`config.mk`:
```
export PLATFORM = sky130hd
export DESIGN_NAME = matrix_ctrl_top
export DESIGN_NICKNAME = d
export VERILOG_FILES = /design/src/verilog/mcalc_pkg.sv /design/src/verilog/ledger_if.sv /design/src/verilog/key_edge_decoder.sv /design/src/verilog/matrix_ledger.sv /design/src/verilog/calc_sequencer.sv /design/src/verilog/matrix_ctrl_top.sv
export SDC_FILE = /design/constraint.sdc
export NUM_CORES = 1
export LEC_CHECK = 0
export BUFFER_PORTS_ARGS = -buffer_cell sky130_fd_sc_hd__clkbuf_2
export CORE_ASPECT_RATIO = 0.8
export CORE_MARGIN = 3
export CORE_UTILIZATION = 45
export DETAILED_ROUTE_END_ITERATION = 8
export PLACE_DENSITY = 0.73
export SLEW_MARGIN = 5
export SYNTH_ARGS = -nofsm -noshare
export SYNTH_HDL_FRONTEND = slang
export SYNTH_SLANG_ARGS = --single-unit
```
`constraint.sdc`:
```
create_clock -name clk -period 6.9 [get_ports clk]
set_input_delay 1.38 -clock clk [delete_from_list [all_inputs] [get_ports clk]]
set_output_delay 1.38 -clock clk [all_outputs]
set_load 0.005 [all_outputs]
```
`src/verilog/mcalc_pkg.sv`:
```
package mcalc_pkg;

    // ========================================
    // widths
    // ========================================
    localparam int MAX_TYPES = 25;         // ledger entries, one per shape

    typedef logic [2:0] dim_t;             // matrix side, 1..5
    typedef logic [8:0] addr_t;
    typedef logic [3:0] scalar_t;
    typedef logic [4:0] type_idx_t;
    typedef logic [1:0] slot_cnt_t;        // valid slots per shape, 0..2
    typedef logic [7:0] id_t;

    // ========================================
    // operation codes
    // ========================================
    typedef logic [2:0] opcode_t;

    localparam opcode_t OP_TRANSPOSE  = 3'd0;
    localparam opcode_t OP_ADD        = 3'd1;
    localparam opcode_t OP_SCALAR_MUL = 3'd2;
    localparam opcode_t OP_MATMUL     = 3'd3;  // codes above 3 act as matmul too

    typedef enum logic [3:0] {
        ST_IDLE       = 4'd0,
        ST_INPUT      = 4'd1,
        ST_SELECT_OP  = 4'd2,
        ST_GET_DIM    = 4'd3,
        ST_FILTER     = 4'd4,
        ST_GET_ID     = 4'd5,
        ST_GET_SCALAR = 4'd6,
        ST_CHECK      = 4'd7,
        ST_EXECUTE    = 4'd8,
        ST_DECISION   = 4'd9,
        ST_ERROR      = 4'd10
    } ctrl_state_t;

endpackage

```
`src/verilog/ledger_if.sv`:
```
`timescale 1ns/100ps

interface ledger_if import mcalc_pkg::*; ();

    // query and requests, from the sequencer
    dim_t      q_m;
    dim_t      q_n;
    logic      alloc;      // allocate q_m x q_n
    logic      cancel;     // undo the last allocation

    // lookup result, combinational from the query
    logic      hit;
    addr_t     hit_start;
    slot_cnt_t hit_cnt;
    addr_t     slot_addr;

    modport seq (
        output q_m, q_n, alloc, cancel,
        input  hit, hit_start, hit_cnt, slot_addr
    );

    modport book (
        input  q_m, q_n, alloc, cancel,
        output hit, hit_start, hit_cnt, slot_addr
    );

endinterface

```
`src/verilog/key_edge_decoder.sv`:
```
`timescale 1ns/100ps

module key_edge_decoder (
    input  logic       clk,
    input  logic       rst_n,
    input  logic [2:0] i_btn,      // 0 confirm, 1 retry, 2 menu
    output logic       o_confirm,
    output logic       o_retry,
    output logic       o_menu
);

    logic [2:0] btn_now;
    logic [2:0] btn_prev;
    logic [2:0] rise;

    always_ff @(posedge clk or negedge rst_n) begin
        if (!rst_n) begin
            btn_now  <= '0;
            btn_prev <= '0;
        end else begin
            btn_now  <= i_btn;
            btn_prev <= btn_now;
        end
    end

    assign rise = btn_now & ~btn_prev;  // high one cycle per press

    assign o_confirm = rise[0];
    assign o_retry   = rise[1];
    assign o_menu    = rise[2];

endmodule

```
`src/verilog/matrix_ledger.sv`:
```
`timescale 1ns/100ps

module matrix_ledger import mcalc_pkg::*; (
    input  logic      clk,
    input  logic      rst_n,
    ledger_if.book    bus,
    output type_idx_t o_types_count
);

    // shape table
    dim_t      ent_m     [MAX_TYPES];
    dim_t      ent_n     [MAX_TYPES];
    addr_t     ent_start [MAX_TYPES];
    logic      ent_tog   [MAX_TYPES];   // which of the two slots is written next
    slot_cnt_t ent_cnt   [MAX_TYPES];

    type_idx_t type_cnt;
    addr_t     free_ptr;
    type_idx_t hit_idx;
    logic      found;
    logic      full;
    logic      do_hit;
    logic      do_new;
    logic      undo;
    addr_t     shape_size;

    // state saved by the open allocation
    logic      bk_open;
    logic      bk_new;
    type_idx_t bk_idx;
    slot_cnt_t bk_cnt;
    addr_t     bk_free;

    // ========================================
    // lookup
    // ========================================
    always_comb begin
        found   = 1'b0;
        hit_idx = '0;
        for (int i = 0; i < MAX_TYPES; i++) begin
            if (type_idx_t'(i) < type_cnt && ent_m[i] == bus.q_m && ent_n[i] == bus.q_n) begin
                found   = 1'b1;
                hit_idx = type_idx_t'(i);
            end
        end
    end

    assign shape_size = addr_t'(bus.q_m) * addr_t'(bus.q_n);
    assign full       = (type_cnt == type_idx_t'(MAX_TYPES));

    assign bus.hit       = found && (ent_cnt[hit_idx] != '0);
    assign bus.hit_start = found ? ent_start[hit_idx] : '0;
    assign bus.hit_cnt   = found ? ent_cnt[hit_idx] : '0;
    assign bus.slot_addr = !found           ? free_ptr :
                           ent_tog[hit_idx] ? ent_start[hit_idx] + shape_size :
                                              ent_start[hit_idx];

    assign do_hit = bus.alloc && found;
    assign do_new = bus.alloc && !found && !full;   // full table drops the miss
    assign undo   = bus.cancel && bk_open && !bus.alloc;

    // ========================================
    // allocation and rollback
    // ========================================
    always_ff @(posedge clk or negedge rst_n) begin
        if (!rst_n) begin
            type_cnt <= '0;
            free_ptr <= '0;
            bk_open  <= 1'b0;
        end else if (bus.alloc) begin
            bk_open <= do_hit || do_new;
            if (do_new) begin
                type_cnt <= type_cnt + 1'b1;
                free_ptr <= free_ptr + (shape_size << 1);  // two slots per shape
            end
        end else if (undo) begin
            bk_open <= 1'b0;
            if (bk_new) begin
                type_cnt <= type_cnt - 1'b1;
                free_ptr <= bk_free;
            end
        end
    end

    always_ff @(posedge clk) begin
        if (do_new) begin
            ent_m[type_cnt]     <= bus.q_m;
            ent_n[type_cnt]     <= bus.q_n;
            ent_start[type_cnt] <= free_ptr;
            ent_tog[type_cnt]   <= 1'b1;
            ent_cnt[type_cnt]   <= 2'd1;
            bk_new              <= 1'b1;
            bk_free             <= free_ptr;
        end else if (do_hit) begin
            ent_tog[hit_idx] <= ~ent_tog[hit_idx];
            if (ent_cnt[hit_idx] < 2'd2) ent_cnt[hit_idx] <= ent_cnt[hit_idx] + 2'd1;
            bk_new <= 1'b0;
            bk_idx <= hit_idx;
            bk_cnt <= ent_cnt[hit_idx];
        end else if (undo && !bk_new) begin
            ent_tog[bk_idx] <= ~ent_tog[bk_idx];
            ent_cnt[bk_idx] <= bk_cnt;
        end
    end

    assign o_types_count = type_cnt;

endmodule

```
`src/verilog/calc_sequencer.sv`:
```
`timescale 1ns/100ps

module calc_sequencer import mcalc_pkg::*; (
    input  logic        clk,
    input  logic        rst_n,
    input  logic        i_confirm,
    input  logic        i_retry,
    input  logic        i_menu,
    input  logic [7:0]  i_sw,
    input  logic        i_dims_valid,
    input  dim_t        i_dim_m,
    input  dim_t        i_dim_n,
    input  logic        i_rx_done,
    input  logic        i_error_flag,
    input  logic        i_timeout,
    input  id_t         i_id_val,
    input  logic        i_id_valid,
    input  logic        i_calc_done,
    ledger_if.seq       bus,
    output logic        o_en_input,
    output logic [1:0]  o_task_mode,
    output logic        o_addr_ready,
    output addr_t       o_base_addr,
    output logic        o_start_calc,
    output opcode_t     o_op_code,
    output addr_t       o_op1_addr,
    output addr_t       o_op2_addr,
    output dim_t        o_op1_m,
    output dim_t        o_op1_n,
    output dim_t        o_op2_m,
    output dim_t        o_op2_n,
    output scalar_t     o_scalar,
    output addr_t       o_res_addr,
    output ctrl_state_t o_state,
    output logic        o_logic_error
);

    ctrl_state_t state;
    ctrl_state_t next_state;
    ctrl_state_t retry_st;
    opcode_t     op;
    logic        stage;        // 0 while picking operand 1
    logic        alloc_open;
    dim_t        cur_m, cur_n, op1_m, op1_n, op2_m, op2_n, res_m, res_n;
    addr_t       op1_addr, op2_addr, pick_addr;
    scalar_t     scalar;
    logic        first_dims, id_ok, shape_ok;

    assign o_state    = state;
    assign first_dims = (state == ST_INPUT) && i_dims_valid && !o_addr_ready;
    assign id_ok      = (i_id_val != '0) && (i_id_val <= id_t'(bus.hit_cnt));
    assign pick_addr  = bus.hit_start
                      + addr_t'(i_id_val - 8'd1) * addr_t'(cur_m) * addr_t'(cur_n);

    assign bus.alloc  = first_dims || (state == ST_EXECUTE && i_calc_done);
    assign bus.cancel = (state == ST_INPUT) && alloc_open && i_error_flag && !i_rx_done;

    // shape check and result shape
    always_comb begin
        shape_ok       = 1'b1;
        {res_m, res_n} = {op1_m, op1_n};
        case (op)
            OP_TRANSPOSE:  {res_m, res_n} = {op1_n, op1_m};
            OP_ADD:        shape_ok = (op1_m == op2_m) && (op1_n == op2_n);
            OP_SCALAR_MUL: shape_ok = 1'b1;
            default: begin
                shape_ok       = (op1_n == op2_m);
                {res_m, res_n} = {op1_m, op2_n};
            end
        endcase
    end

    always_comb begin
        if (state == ST_INPUT) {bus.q_m, bus.q_n} = {i_dim_m, i_dim_n};
        else if (state == ST_EXECUTE) {bus.q_m, bus.q_n} = {res_m, res_n};
        else {bus.q_m, bus.q_n} = {cur_m, cur_n};
    end

    // ========================================
    // next state
    // ========================================
    always_comb begin
        next_state = state;
        case (state)
            ST_IDLE:
                if (i_confirm && i_sw[1:0] == 2'b00) next_state = ST_INPUT;
                else if (i_confirm && i_sw[1:0] == 2'b10) next_state = ST_SELECT_OP;
            ST_INPUT:
                if (i_rx_done) next_state = ST_DECISION;
                else if (i_timeout) next_state = ST_ERROR;
            ST_SELECT_OP:
                if (i_confirm) next_state = ST_GET_DIM;
            ST_GET_DIM:
                if (i_dims_valid) next_state = ST_FILTER;
            ST_FILTER:
                next_state = bus.hit ? ST_GET_ID : ST_ERROR;
            ST_GET_ID:
                if (i_id_valid && id_ok) begin
                    if (stage || op == OP_TRANSPOSE) next_state = ST_CHECK;
                    else if (op == OP_SCALAR_MUL) next_state = ST_GET_SCALAR;
                    else next_state = ST_GET_DIM;
                end
            ST_GET_SCALAR:
                if (i_confirm) next_state = ST_CHECK;
            ST_CHECK:
                next_state = shape_ok ? ST_EXECUTE : ST_ERROR;
            ST_EXECUTE:
                if (i_calc_done) next_state = ST_DECISION;
            ST_DECISION:
                if (i_confirm) next_state = ST_IDLE;
                else if (i_retry) next_state = retry_st;
            ST_ERROR:
                if (i_confirm) next_state = ST_IDLE;
            default: next_state = ST_IDLE;
        endcase
        if (i_menu) next_state = ST_IDLE;  // menu wins from anywhere
    end

    // ========================================
    // control registers
    // ========================================
    always_ff @(posedge clk or negedge rst_n) begin
        if (!rst_n) begin
            state         <= ST_IDLE;
            retry_st      <= ST_IDLE;
            stage         <= 1'b0;
            alloc_open    <= 1'b0;
            o_en_input    <= 1'b0;
            o_task_mode   <= 2'd0;
            o_addr_ready  <= 1'b0;
            o_start_calc  <= 1'b0;
            o_logic_error <= 1'b0;
        end else begin
            state        <= next_state;
            o_en_input   <= next_state inside {ST_INPUT, ST_GET_DIM, ST_GET_ID};
            o_addr_ready <= (state == ST_INPUT) && (next_state == ST_INPUT) && i_dims_valid;
            o_start_calc <= (state == ST_EXECUTE) && (next_state == ST_EXECUTE);
            alloc_open   <= (state == ST_INPUT) && (alloc_open || first_dims)
                          && !bus.cancel && !i_rx_done;
            case (next_state)
                ST_GET_DIM: o_task_mode <= 2'd1;  // shape entry
                ST_GET_ID:  o_task_mode <= 2'd2;  // id entry
                default:    o_task_mode <= 2'd0;
            endcase
            if (state == ST_IDLE && next_state != ST_IDLE) retry_st <= next_state;
            if (state == ST_SELECT_OP) stage <= 1'b0;
            else if (state == ST_GET_ID && next_state == ST_GET_DIM) stage <= 1'b1;
            if (state == ST_IDLE || state == ST_SELECT_OP) o_logic_error <= 1'b0;
            else if (state == ST_FILTER && !bus.hit) o_logic_error <= 1'b1;
            else if (state == ST_CHECK && !shape_ok) o_logic_error <= 1'b1;
            else if (state == ST_GET_ID && i_id_valid) o_logic_error <= !id_ok;
        end
    end

    // operands and core outputs
    always_ff @(posedge clk) begin
        if (first_dims) o_base_addr <= bus.slot_addr;
        if (state == ST_SELECT_OP && i_confirm) op <= i_sw[7:5];
        if (state == ST_GET_DIM && i_dims_valid) {cur_m, cur_n} <= {i_dim_m, i_dim_n};
        if (state == ST_GET_ID && i_id_valid && id_ok) begin
            if (!stage) begin
                op1_addr       <= pick_addr;
                {op1_m, op1_n} <= {cur_m, cur_n};
            end else begin
                op2_addr       <= pick_addr;
                {op2_m, op2_n} <= {cur_m, cur_n};
            end
        end
        if (state == ST_GET_SCALAR && i_confirm) scalar <= i_sw[7:4];
        if (state == ST_EXECUTE) begin
            o_op_code  <= op;
            o_op1_addr <= op1_addr;
            o_op2_addr <= op2_addr;
            o_op1_m    <= op1_m;
            o_op1_n    <= op1_n;
            o_op2_m    <= op2_m;
            o_op2_n    <= op2_n;
            o_scalar   <= scalar;
            o_res_addr <= bus.slot_addr;   // result shape is on the query
        end
    end

endmodule

```
`src/verilog/matrix_ctrl_top.sv`:
```
`timescale 1ns/100ps

module matrix_ctrl_top import mcalc_pkg::*; (
    input  logic        clk,
    input  logic        rst_n,
    input  logic [7:0]  i_sw,
    input  logic [2:0]  i_btn,
    input  logic        i_dims_valid,
    input  dim_t        i_dim_m,
    input  dim_t        i_dim_n,
    input  logic        i_rx_done,
    input  logic        i_error_flag,
    input  logic        i_timeout,
    input  id_t         i_id_val,
    input  logic        i_id_valid,
    input  logic        i_calc_done,
    output logic        o_en_input,
    output logic [1:0]  o_task_mode,
    output logic        o_addr_ready,
    output addr_t       o_base_addr,
    output logic        o_start_calc,
    output opcode_t     o_op_code,
    output addr_t       o_op1_addr,
    output addr_t       o_op2_addr,
    output dim_t        o_op1_m,
    output dim_t        o_op1_n,
    output dim_t        o_op2_m,
    output dim_t        o_op2_n,
    output scalar_t     o_scalar,
    output addr_t       o_res_addr,
    output type_idx_t   o_types_count,
    output ctrl_state_t o_state,
    output logic        o_logic_error
);

    logic confirm;
    logic retry;
    logic menu;

    ledger_if lif ();

    key_edge_decoder u_keys (
        .clk       (clk),
        .rst_n     (rst_n),
        .i_btn     (i_btn),
        .o_confirm (confirm),
        .o_retry   (retry),
        .o_menu    (menu)
    );

    calc_sequencer u_seq (
        .clk           (clk),
        .rst_n         (rst_n),
        .i_confirm     (confirm),
        .i_retry       (retry),
        .i_menu        (menu),
        .i_sw          (i_sw),
        .i_dims_valid  (i_dims_valid),
        .i_dim_m       (i_dim_m),
        .i_dim_n       (i_dim_n),
        .i_rx_done     (i_rx_done),
        .i_error_flag  (i_error_flag),
        .i_timeout     (i_timeout),
        .i_id_val      (i_id_val),
        .i_id_valid    (i_id_valid),
        .i_calc_done   (i_calc_done),
        .bus           (lif.seq),
        .o_en_input    (o_en_input),
        .o_task_mode   (o_task_mode),
        .o_addr_ready  (o_addr_ready),
        .o_base_addr   (o_base_addr),
        .o_start_calc  (o_start_calc),
        .o_op_code     (o_op_code),
        .o_op1_addr    (o_op1_addr),
        .o_op2_addr    (o_op2_addr),
        .o_op1_m       (o_op1_m),
        .o_op1_n       (o_op1_n),
        .o_op2_m       (o_op2_m),
        .o_op2_n       (o_op2_n),
        .o_scalar      (o_scalar),
        .o_res_addr    (o_res_addr),
        .o_state       (o_state),
        .o_logic_error (o_logic_error)
    );

    matrix_ledger u_ledger (
        .clk           (clk),
        .rst_n         (rst_n),
        .bus           (lif.book),
        .o_types_count (o_types_count)
    );

endmodule

```
== After elaboration in Yosys (flattened, before gate mapping) ==
Memory sizes are Yosys's and may differ from the RTL's. A register that Yosys moved wholly into a read port is not among the register bits.
Cells that the tools add are included.

* $mul: 3
* Add/subtract/negate cells: 7
* $lt $le $gt $ge: 27
* Muxes and demuxes: 121
* Eq/ne operators: 72
* Reductions and logical operators: 119
* Bitwise operators: 6

{| class="wikitable"
|+ Operator list
! cell !! number
|-
| two-way mux 5 bit || 32
|-
| equality test 3 bit || 53
|-
| logical AND 1 bit || 83
|-
| two-way mux 9 bit || 7
|-
| two-way mux 4 bit || 15
|-
| two-way mux 1 bit || 53
|-
| less-than comparator 5 bit (first input constant) || 9
|-
| one-hot mux 4 bit (11 select lines) || 1
|-
| less-than comparator 4 x 5 -> 1 bit (first input constant) || 8
|-
| equality test 4 x 3 -> 1 bit (second input constant) || 5
|-
| less-than comparator 3 x 5 -> 1 bit (first input constant) || 4
|-
| multiplier 9 x 3 -> 9 bit || 2
|-
| two-way mux 3 bit || 6
|-
| equality test 4 bit (second input constant) || 4
|-
| equality test 4 x 2 -> 1 bit (second input constant) || 3
|-
| logical NOT 1 bit || 10
|-
| less-than comparator 1 x 5 -> 1 bit (first input constant) || 2
|-
| less-than comparator 2 x 5 -> 1 bit (first input constant) || 2
|-
| adder 9 x 6 -> 9 bit || 1
|-
| adder 9 x 7 -> 9 bit || 1
|-
| adder 9 bit || 1
|-
| subtractor 8 x 1 -> 9 bit (second input constant) || 1
|-
| equality test 4 x 1 -> 1 bit (second input constant) || 2
|-
| <= comparator 8 x 2 -> 1 bit || 1
|-
| 29 further kinds || 49
|}

* Memory bits (writable): 450
* Register bits: 152
* Memories kept: 5
* Word-level logic and storage cells: 398
* Output and inout bits: 70
* Input bits: 33

{| class="wikitable"
|+ Memories
! name !! words !! bits a word !! read ports !! clocked after memory_dff !! write ports !! line !! RTL
|-
| u_ledger.ent_start || 25 || 9 || 1 || 0 || 1 || matrix_ledger.sv:13 || <nowiki>addr_t ent_start [MAX_TYPES];</nowiki>
|-
| u_ledger.ent_m || 25 || 3 || 25 || 0 || 1 || matrix_ledger.sv:11 || <nowiki>dim_t ent_m [MAX_TYPES];</nowiki>
|-
| u_ledger.ent_n || 25 || 3 || 25 || 0 || 1 || matrix_ledger.sv:12 || <nowiki>dim_t ent_n [MAX_TYPES];</nowiki>
|-
| u_ledger.ent_cnt || 25 || 2 || 1 || 0 || 1 || matrix_ledger.sv:15 || <nowiki>slot_cnt_t ent_cnt [MAX_TYPES];</nowiki>
|-
| u_ledger.ent_tog || 25 || 1 || 2 || 1 || 1 || matrix_ledger.sv:14 || <nowiki>logic ent_tog [MAX_TYPES];</nowiki>
|}

== Logic depth before layout (Yosys ltp) ==
Gate-level depths: netlist of run 1.

* Depth in word-level cells: 43
* Gate-level depth with buffers: 38
* Depth with buffers taken out: 30

== By module ==
Synthesis of run 1 repeated with hierarchy kept, for this count alone.

* Cell total of the unflattened synthesis: 2,137
* Area, all modules: 28,312.2 µm²

{| class="wikitable"
|+ Modules (own cells, without submodules)
! module !! seq. area each (µm²) !! cells an instance !! times used !! area each (µm²)
|-
| matrix_ledger || 14,488.9 || 1,659 || 1 || 22,255.1
|-
| calc_sequencer || 3,343.2 || 469 || 1 || 5,865.6
|-
| key_edge_decoder || 150.1 || 9 || 1 || 191.4
|}

== Worst setup path after synthesis of run 1 ==
OpenSTA, ideal clock, no wires.

* Kind: register to register
* From: reg u_seq.state[0], in the netlist u_seq.o_state[0]
* To: reg u_seq.op1_addr[8], data pin
* Path slack: -692 ps
* Path buffers: 9
* Cell stages (with the launch flop): 35
* Arrival: 7,330 ps
* Clock period less this slack: 7,592 ps
* Data required time: 6,638 ps
* Setup time: 262 ps
* Cells stage by stage: dfrtp_1 > or4b_1 > buf_2 > clkinv_2 > o211ai_2 > and2_1 > buf_2 > buf_6 > buf_4 > xor2_1 > nand4_1 > nand4_1 > a311o_2 > nand2_2 > buf_2 > buf_1 > clkbuf_1 > clkbuf_1 > clkbuf_1 > nand3_1 > a32oi_1 > nand4_1 > nand2_1 > fa_1 > inv_1 > ha_1 > a21o_1 > a21oi_1 > o21bai_1 > a21oi_1 > o21bai_1 > a21oi_1 > xnor2_1 > xnor2_1 > xnor2_1

* Word-level cells in the longest chain between the ends: 33
* Elaborated cells on any way between the ends: 158
* Classes of those cells: 1 x add/sub; 52 x eq/ne; 54 x mux; 50 x reduce/logical; 1 x memory

{| class="wikitable"
|+ Ends and longest elaborated chain
! item !! line !! RTL
|-
| start: declaration || calc_sequencer.sv:38 || <nowiki>ctrl_state_t state;</nowiki>
|-
| start signal: assignment || calc_sequencer.sv:134 || <nowiki>state <= next_state;</nowiki>
|-
| equality test 4 bit || calc_sequencer.sv:75 || <nowiki>else if (state == ST_EXECUTE) {bus.q_m, bus.q_n} = {res_m, res_n};</nowiki>
|-
| two-way mux 3 bit || calc_sequencer.sv:75 ||
|-
| two-way mux 3 bit || calc_sequencer.sv:74 || <nowiki>if (state == ST_INPUT) {bus.q_m, bus.q_n} = {i_dim_m, i_dim_n};</nowiki>
|-
| equality test 3 bit || matrix_ledger.sv:41 || <nowiki>if (type_idx_t'(i) < type_cnt && ent_m[i] == bus.q_m && ent_n[i] == bus.q_n) begin</nowiki>
|-
| logical AND 1 bit (2 in series) || matrix_ledger.sv:41 ||
|-
| two-way mux 1 bit || matrix_ledger.sv:41 ||
|-
| two-way mux 5 bit or two-way mux 1 bit (tied branches) (23 in series) || matrix_ledger.sv:41 ||
|-
| memory read (25 x 9 bit) or two-way mux 1 bit (tied branches) || n/a ||
|-
| two-way mux 9 bit (*) || matrix_ledger.sv:52 || <nowiki>assign bus.hit_start = found ? ent_start[hit_idx] : '0;</nowiki>
|-
| adder 9 bit (*) || calc_sequencer.sv:53 || <nowiki>+ addr_t'(i_id_val - 8'd1) * addr_t'(cur_m) * addr_t'(cur_n);</nowiki>
|-
| via u_seq.pick_addr[8] || calc_sequencer.sv:45 || <nowiki>addr_t op1_addr, op2_addr, pick_addr;</nowiki>
|-
| end signal: assignment || calc_sequencer.sv:162 || <nowiki>op1_addr <= pick_addr;</nowiki>
|-
| end: declaration || calc_sequencer.sv:45 ||
|}

Mark *: on every way through the listed nets, which the timed path passes. The rest lies on a longest branch.
A chain may end at the register's enable or synchronous reset.

== Worst setup path after layout of run 1 ==
* From: reg u_seq.state[1], in the netlist u_seq.o_state[1]
* To: reg u_seq.op1_addr[8], data pin

The elaborated chain is that of the path after synthesis.

==> results of run 1 <==
==> layer usage <==
metal	vias up	track usage, %	share of wire [%]
li1	9304	-	-
met1	10407	35.14	41
met2	1127	36.94	44
met3	177	6.071	12
met4	0	7.936	3.1
met5	-	0	0
==> layout make-up <==
class / count / area (sq um)
clock buffers: 74 / 1551
clock inverters: 36 / 346.6
fillers: 4702 / 25250
inverters: 63 / 249.0
multi-input cells: 1416 / 10640
flip-flops and latches: 607 / 17980
well taps: 830 / 1039
repair buffers: 567 / 4768
==> flip-flops by register name, indices dropped and copies added (netlist names), 9 cells and up, named ones only <==
name                count
u_ledger.ent_start    225
u_ledger.ent_m         75
u_ledger.ent_n         75
u_ledger.ent_cnt       50
u_ledger.ent_tog       25
u_ledger.bk_free        9
u_ledger.free_ptr       9
u_seq.o_base_addr       9
u_seq.o_op1_addr        9
u_seq.o_op2_addr        9
u_seq.o_res_addr        9
u_seq.op1_addr          9
u_seq.op2_addr          9
==> worst register-to-register path: cells and delay by family (launching register included) <==
family / cells / cell delay (ps)
xor+xnor: 4 / 640
compound gates: 14 / 2270
buf+inv: 7 / 1090
simple gates: 6 / 1870
fa+ha+maj: 2 / 620
flops: 1 / 400
==> cell families after synthesis <==
family	Yosys count	synth area share (%)
simple gates	718	12.62
flops	607	63.23
compound gates	385	9.573
xor+xnor	194	5.974
buf+inv	186	2.833
fa+ha+maj	67	3.581
mux	52	2.191
==> cells in the mapped netlist (36+ instances only) <==
master	n
a21oi_1	84
clkbuf_1	77
dfrtp_1	37
edfxtp_1	564
ha_1	43
inv_1	57
mux2i_1	36
nand2_1	188
nand3_1	73
nand4_1	41
nor2_1	146
nor3_1	82
o21ai_0	60
xnor2_1	97
xor2_1	97
==> report_power, final <==
part / total (mW) / leakage [nW] / internal [mW] / switching (mW)
clock network: 3.21 / 0.927 / 1.81 / 1.39
registers: 5.16 / 5.70 / 4.80 / 0.356
logic: 9.75 / 7.18 / 4.31 / 5.44
total: 18.1 / 13.8 / 10.9 / 7.19
==> timing repair <==
| item | in CTS | in global routing |
|---|---|---|
| endpoints found under the setup margin | 64 | 82 |
| buffers inserted | 36 | 39 |
| pin swaps | 38 | 94 |
| resized for setup | 101 | 147 |
| cloned | 2 | 2 |
==> how the worst max path moves through the flow <==
stage	end	slack, ps	cells after the start
after floorplan	u_seq.op1_addr[8]	10	29
after global placement	u_seq.retry_st[1]	-940	31
after detailed placement	u_seq.retry_st[0]	-1000	31
after CTS	u_seq.op1_addr[8]	-70	34
after global routing	u_seq.op1_addr[8]	-450	33
final	u_seq.op1_addr[8]	-240	33
==> results.toml, run 1 <==
[sta]
hold_violations = 0
max-slew-margin-rel_pct = 17.67
tightestPinTransition_ps = 1235
setup_ws_ps = -243.9
period_needed_ps = 7144
timing.hold.ws_ps = 384.8
max_freq_ghz = 0.1400
setup_viol = 9
slew_violations = 0
fin_skew_ps = 24.09
fin_crit_sh_pct = 103.5
rsz0062_at_grt = "yes"
setup_tns_ps = -683.1

[setup_path]
cp_num_buf_inv = 7
critPathLaunch = "u_seq.o_state[1]"
critPathSlowestCell = "or4b_4"
end_kind = "flip-flop"
rr_endpoint = "u_seq.op1_addr[8]"
cp_max_fo = 8
cp.arrival_ps = 7500
r2r_slack_ps = -240
critPathMaxStageDelay_ps = 540
cp_top_family = "compound AO/OA/AOI/OAI gates"
crit_path_start_kind = "flip-flop"
ff2ff_path_depth = 33
r2r-start = "u_seq.o_state[1]"
crit_required_ps = 7260
path_class = "flip-flop to flip-flop"

[logic_synthesis]
synth_edf_count = 564
synth_area_sq_um = 28440
yosysTopAreaCell = "edfxtp_1"
avgSynthCellArea_sq_um = 12.88
ys_top_cells_by_area = "edfxtp_1 60%, dfrtp_1 3.3%, xnor2_1 3.0%"
ys_seq_area_share_pct = 63.23
synth_ff_type = "edfxtp_1"
synth.top_cell.area_share_pct = 59.55
async_flop_share_pct = 6.096
syn-instance-count = 2209
synth_cell_types = 91
ys_ff_latch = 607
ys_warn_count = 0
syn_nets = 2309

[grt]
first_global_vias = 20648
grt_max_degree = 47
grtUsageTotal_pct = 24.57
antenna_found_initial = 1
grt_first_pass_wirelength_um = 123800
grt_overflow = 0

[power_and_ir_drop]
pwr_density_cell_nw_per_um2 = 495.4
power_leakage_nw = 13.81
vdd_drop_max_mv = 0.3915
power_mw = 18.12

[clock_network]
cts_num_sinks = 607
root_buffer = "clkbuf_16"
cts_hold_buf = 0
htreeDepth = 2
clkLatencyLatePin_ps = 640
clk_pin_slew_ps = 60
cts_tree = "yes"
cts_buffer_depth = 3
cts_buffers = 58

[finish]
drive_gt1_share_pct = 31.02
fin_nets = 2813
final_common_cell = "edfxtp_1"
stdcell_count = 3593
syn_to_final_growth_pct = 28.60
antenna_cells = 0
utilization_pct = 59.16
final_cell_mix = "564 x edfxtp_1, 383 x buf_4, 178 x nand2_1, 140 x nor2_1, 100 x clkbuf_2"
final_cell_area_sq_um = 36580

[die]
row_count = 81
die_area_sq_um = 66270
start_util_pct = 46.00
fp.dieW_um = 287.1
core-area_sq_um = 61820
chipHeight_um = 230.9
io_pins = 103

[hold_path]
hold_class = "flip-flop to flip-flop"
worstHoldStart = "u_keys.btn_now[1]"
hold_depth = 0
hold_path_end = "u_keys.btn_prev[1]"

[drt]
dr.pass1.iters = 6
wl_per_cell_um = 23.39
ant_nets = 0
drc_errors = 0
wirelength_um = 84030
drt_iter0_drc = 2412
post_drt_via_cell_ratio = 5.849
vias = 21015

[outcome]
status = "finished with violations"
violations = "setup timing"

[placement]
dp_hpwl_um = 57860
numPlacedInstances = 3404
routabilityCongestion = 0.9814
pre_cts_ws_ps = -1002
io_buffers = 100
place_area_sq_um = 32880

[run]
drv_cap = 0
Note: power is estimated with default switching activity, not from simulation.
==> run 2: changes to the inputs <==
Settings changed: PLACE_DENSITY 0.73 to unset.
==> run 2 against run 1 <==
Effect of this change: the flow still finishes with violations (setup timing); power is 3.3% lower; die area stayed put; sequential share of layout area is 0.95 points higher; design area is 1.9% lower.
==> results.toml, run 2 (same netlist as run 1, synthesis figures left out) <==
[outcome]
status = "finished with violations"
violations = "setup timing"

[finish]
final_common_cell = "edfxtp_1"
antenna_cells = 0
num-fill-cells = 4910
multiInputGateArea_sq_um = 10360
regArea_sq_um = 17980
largestRegisters = "u_ledger.ent_start x225, u_ledger.ent_m x75, u_ledger.ent_n x75"
fin_nets = 2793
final_cell_mix = "564 x edfxtp_1, 394 x buf_4, 181 x nand2_1, 141 x nor2_1, 100 x clkbuf_2"
utilization_pct = 58.04
largest_reg_flops = 225
syn_to_final_growth_pct = 26.16
drive_gt1_share_pct = 29.06
largest-register = "u_ledger.ent_start"

[setup_path]
crit_path_start_kind = "flip-flop"
path_class = "flip-flop to flip-flop"
cpMostUsedCell = "xnor2_1"
critPathMaxStageDelay_ps = 500
crit_required_ps = 7240
cp_max_fo = 8
cp_num_buf_inv = 9
cp.arrival_ps = 7570
critPathSlowestCell = "or4_4"
end_kind = "flip-flop"
cp_top_family = "compound AO/OA/AOI/OAI gates"

[run]
drv_cap = 0

[drt]
ant_nets = 0
drc_errors = 0
wl_per_cell_um = 23.22
vias = 20407
dr.pass1.iters = 5
drt_iter0_drc = 2336
wirelength_um = 82880
post_drt_via_cell_ratio = 5.718

[sta]
max-slew-margin-rel_pct = 18.85
setup_viol = 16
slew_violations = 0
fin_crit_sh_pct = 104.8
setup_ws_ps = -331.4
max_freq_ghz = 0.1383
fin_skew_ps = 28.75
rsz0062_at_grt = "yes"
period_needed_ps = 7231
hold_violations = 0
tightestPinTransition_ps = 1217

[grt]
antenna_found_initial = 0
first_global_vias = 19913
grt_max_degree = 47
grtUsageTotal_pct = 24.71
grt_overflow = 0
grt_first_pass_wirelength_um = 123500

[die]
row_count = 81
die_area_sq_um = 66270
chipHeight_um = 230.9
core-area_sq_um = 61820
io_pins = 103
fp.dieW_um = 287.1
start_util_pct = 46.00

[power_and_ir_drop]
power_leakage_nw = 13.59
vdd_drop_max_mv = 0.3020
power_mw = 17.52
pwr_density_cell_nw_per_um2 = 488.2

[placement]
io_buffers = 100
dp_hpwl_um = 58170
routabilityCongestion = 0.9516

[clock_network]
clk_pin_slew_ps = 60
cts_buffer_depth = 3
cts_buffers = 60
root_buffer = "clkbuf_16"
cts_tree = "yes"
clkLatencyLatePin_ps = 630
cts_num_sinks = 607
htreeDepth = 2

[hold_path]
hold_class = "flip-flop to flip-flop"
-- run 2: cell count changes in the layout (fill, tap and decap cells not counted), sizes merged --
cell,previous run,this run
clkinvlp,3,1
bufinv,6,3
buf,464,443
clkbuf,177,178
bufbuf,0,2
clkinv,29,28
-- run 2: path summary, 6_finish.rpt --
check | slack, ps | from | cells after the start | endpoint
worst max-delay path | -330 | u_seq.op[1] | 32 | u_seq.op2_addr[8]
worst min-delay path | 370 | u_keys.btn_now[2] | 0 | u_keys.btn_prev[2]
worst max register to register | -330 | u_seq.op[1] | 32 | u_seq.op2_addr[8]
worst min register to register | 370 | u_keys.btn_now[2] | 0 | u_keys.btn_prev[2]
max in group asynchronous | 5370 | rst_n | 1 | u_ledger.free_ptr[7]
min in group asynchronous | 910 | rst_n | 1 | u_seq.o_task_mode[1]
-- run 2: final cells by class --
class / count / area share [%]
Timing Repair Buffer: 545 / 12.22
Inverter: 63 / 0.6730
Tap cell: 830 / 2.894
Clock buffer: 78 / 4.575
Clock inverter: 30 / 0.6486
Sequential cell: 607 / 50.12
Multi-Input combinational cell: 1416 / 28.87
-- run 2: per-stage QoR --
step	worst slack [ps]	setup TNS (ps)	hold WS (ps)	instance area [sq um]	cells
floorplan	14.27	0	354.0	28580	2209
global route	-595.9	-12920	388.0	35880	3569
finish	-331.4	-2566	368.2	35880	3569
detailed placement	-1183	-52090	359.7	32970	3423
global placement	-1039	-38210	358.4	32970	3423
CTS	-247.6	-1737	368.7	35470	3557
-- run 2: repair_timing --
item                       4_1_cts  5_1_grt
pin swaps                       43       58
gates cloned                     3        0
setup endpoints to repair       71       63
setup buffers                   23       13
hold buffers                     0        0
resized for setup               71       71
-- run 2: report_power, final --
group	leakage [nW]	switching, mW	internal (mW)
Clock	0.928	1.39	1.78
Sequential	5.70	0.326	4.80
Combinational	6.96	5.19	4.03
-- run 2: per-layer routing --
layer	vias up	GRT usage, %	share of wire [%]
met5	-	0	0
met4	0	7.999	2.9
li1	9272	-	-
met1	10065	35.77	44
met3	141	4.985	9.1
met2	929	37.48	44
-- run 2: worst register-to-register path, delay by kind of cell, from the launching register on --
| family | cells | cell delay (ps) |
|---|---|---|
| AO/OA/AOI/OAI | 10 | 1920 |
| AND/OR/NAND/NOR | 7 | 1710 |
| buffers and inverters | 9 | 1510 |
| adder cells (fa/ha/maj) | 2 | 780 |
| XOR/XNOR | 4 | 630 |
| flip-flops | 1 | 400 |
==> run 3: changes to the inputs <==
Settings changed: BUFFER_PORTS_ARGS -buffer_cell sky130_fd_sc_hd__clkbuf_2 to -buffer_cell sky130_fd_sc_hd__buf_2, CORE_ASPECT_RATIO 0.8 to 1.4, SKIP_CTS_REPAIR_TIMING set to 1.
==> run 3 against run 2 <==
Effect of this change: the flow still finishes with violations (setup timing); sequential share of layout area about the same; clock-buffer cell count down 11; cell count about the same; largest power group unchanged.
==> results.toml, run 3 (same netlist as run 1, synthesis figures left out) <==
[setup_path]
critPathMaxStageDelay_ps = 590
critPathSlowestCell = "fa_1"
path_class = "flip-flop to flip-flop"
crit_required_ps = 7340
cp_max_fo = 8
cp.arrival_ps = 7650
crit_path_start_kind = "flip-flop"
end_kind = "flip-flop"

[die]
io_pins = 103
row_count = 108
start_util_pct = 45.66
chipHeight_um = 303.5
core-area_sq_um = 62290
die_area_sq_um = 66300
fp.dieW_um = 218.5

[drt]
wl_per_cell_um = 23.39
ant_nets = 0
post_drt_via_cell_ratio = 5.698
drt_iter0_drc = 1512
wirelength_um = 83430
vias = 20325
drc_errors = 0
dr.pass1.iters = 7

[finish]
drive_gt1_share_pct = 28.60
largest-register = "u_ledger.ent_start"
largestRegisters = "u_ledger.ent_start x225, u_ledger.ent_m x75, u_ledger.ent_n x75"
final_common_cell = "edfxtp_1"
num-fill-cells = 4963
largest_reg_flops = 225
final_cell_mix = "564 x edfxtp_1, 397 x buf_4, 184 x nand2_1, 139 x nor2_1, 101 x buf_2"
fin_nets = 2796
syn_to_final_growth_pct = 26.05

[run]
drv_cap = 0

[sta]
timing.hold.ws_ps = 381.1
setup_viol = 30
period_needed_ps = 7214
setup_ws_ps = -313.7
fin_crit_sh_pct = 104.5
max-slew-margin-rel_pct = 13.18
slew_violations = 0
rsz0062_at_grt = "yes"
fin_skew_ps = 43.87
hold_violations = 0
tightestPinTransition_ps = 1302
max_freq_ghz = 0.1386

[placement]
dp_hpwl_um = 60110
pre_cts_ws_ps = -1185
routabilityCongestion = 0.9867
io_buffers = 100

[power_and_ir_drop]
p_seq_share_pct = 28.9
pwr-share-comb_pct = 52.7
power_leakage_nw = 13.59
pwr_density_cell_nw_per_um2 = 489.8
p_int_mw = 10.75
clkPwrFrac_pct = 18.4
switching_power_mw = 6.807
swShare_pct = 38.76
vdd_drop_max_mv = 0.2424

[hold_path]
hold_class = "flip-flop to flip-flop"

[grt]
grt_first_pass_wirelength_um = 123700
grtUsageTotal_pct = 24.76
grt_max_degree = 51
grt_overflow = 0
first_global_vias = 20442
antenna_found_initial = 0

[outcome]
status = "finished with violations"
violations = "setup timing"

[clock_network]
cts_tree = "yes"
cts_num_sinks = 607
htreeDepth = 2
cts_buffers = 56
root_buffer = "clkbuf_16"
clkLatencyLatePin_ps = 640
clk_pin_slew_ps = 70
cts_buffer_depth = 3
## run 3: final timing paths
kind	startpoint	to	slack, ps	cells after the start
max in group asynchronous	rst_n	u_ledger.free_ptr[1]	5430	1
min in group asynchronous	rst_n	u_seq.o_task_mode[0]	880	1
min reg2reg	u_keys.btn_now[1]	u_keys.btn_prev[1]	380	0
max	u_seq.op[0]	u_seq.op1_addr[8]	-310	31
min	u_keys.btn_now[1]	u_keys.btn_prev[1]	380	0
max reg2reg	u_seq.op[0]	u_seq.op1_addr[8]	-310	31
## run 3: per-layer routing
layer | part of all wire (%) | track usage (%) | vias up | routed length [um]
li1 | - | - | 9252 | -
met1 | 37 | 28.88 | 10098 | 31020
met2 | 52 | 45.06 | 752 | 43100
met3 | 5.7 | 3.156 | 223 | 4729
met4 | 5.5 | 11.89 | 0 | 4574
met5 | 0 | 0 | - | 0
## run 3: layout make-up
type	instances	area [sq um]	share of cell area [%]
inverter	63	241.5	0.6736
timing repair buffer	552	4397	12.26
clock inverter	36	441.7	1.232
tap	825	1032	2.879
antenna	1	2.502	0.006980
sequential	607	17980	50.16
multi-input combinational	1416	10290	28.70
clock buffer	67	1464	4.083
## run 3: worst max-delay path: cells and delay by family (launching register included)
family	cells	cell delay (ps)
compound gates	12	2200
simple gates	7	1960
buf+inv	6	890
fa+ha+maj	2	820
xor+xnor	4	670
flops	1	460
## run 3: power by group through the flow
stage	Clock [mW]	Combinational [mW]	Sequential, mW
3_3_place_gp	0	8.19	5.15
6_report	3.23	9.25	5.08
5_1_grt	3.43	9.93	5.11
3_5_place_dp	0	8.36	5.16
2_1_floorplan	0	4.46	5.07
4_1_cts	3.28	8.41	5.08
## run 3: through the flow
stage | instances | TNS (ps) | area, sq um | power [mW] | util (%)
2_1_floorplan | 2209 | 0 | 28580 | 9.530 | -
3_3_place_gp | 3420 | -54740 | 32980 | 13.33 | 52.94
3_5_place_dp | 3420 | -70410 | 32980 | 13.52 | 52.94
4_1_cts | 3523 | -31710 | 34880 | 16.77 | 56.00
5_1_grt | 3566 | -11200 | 35850 | 18.47 | 57.55
6_report | 3567 | -3950 | 35850 | 17.56 | 57.55
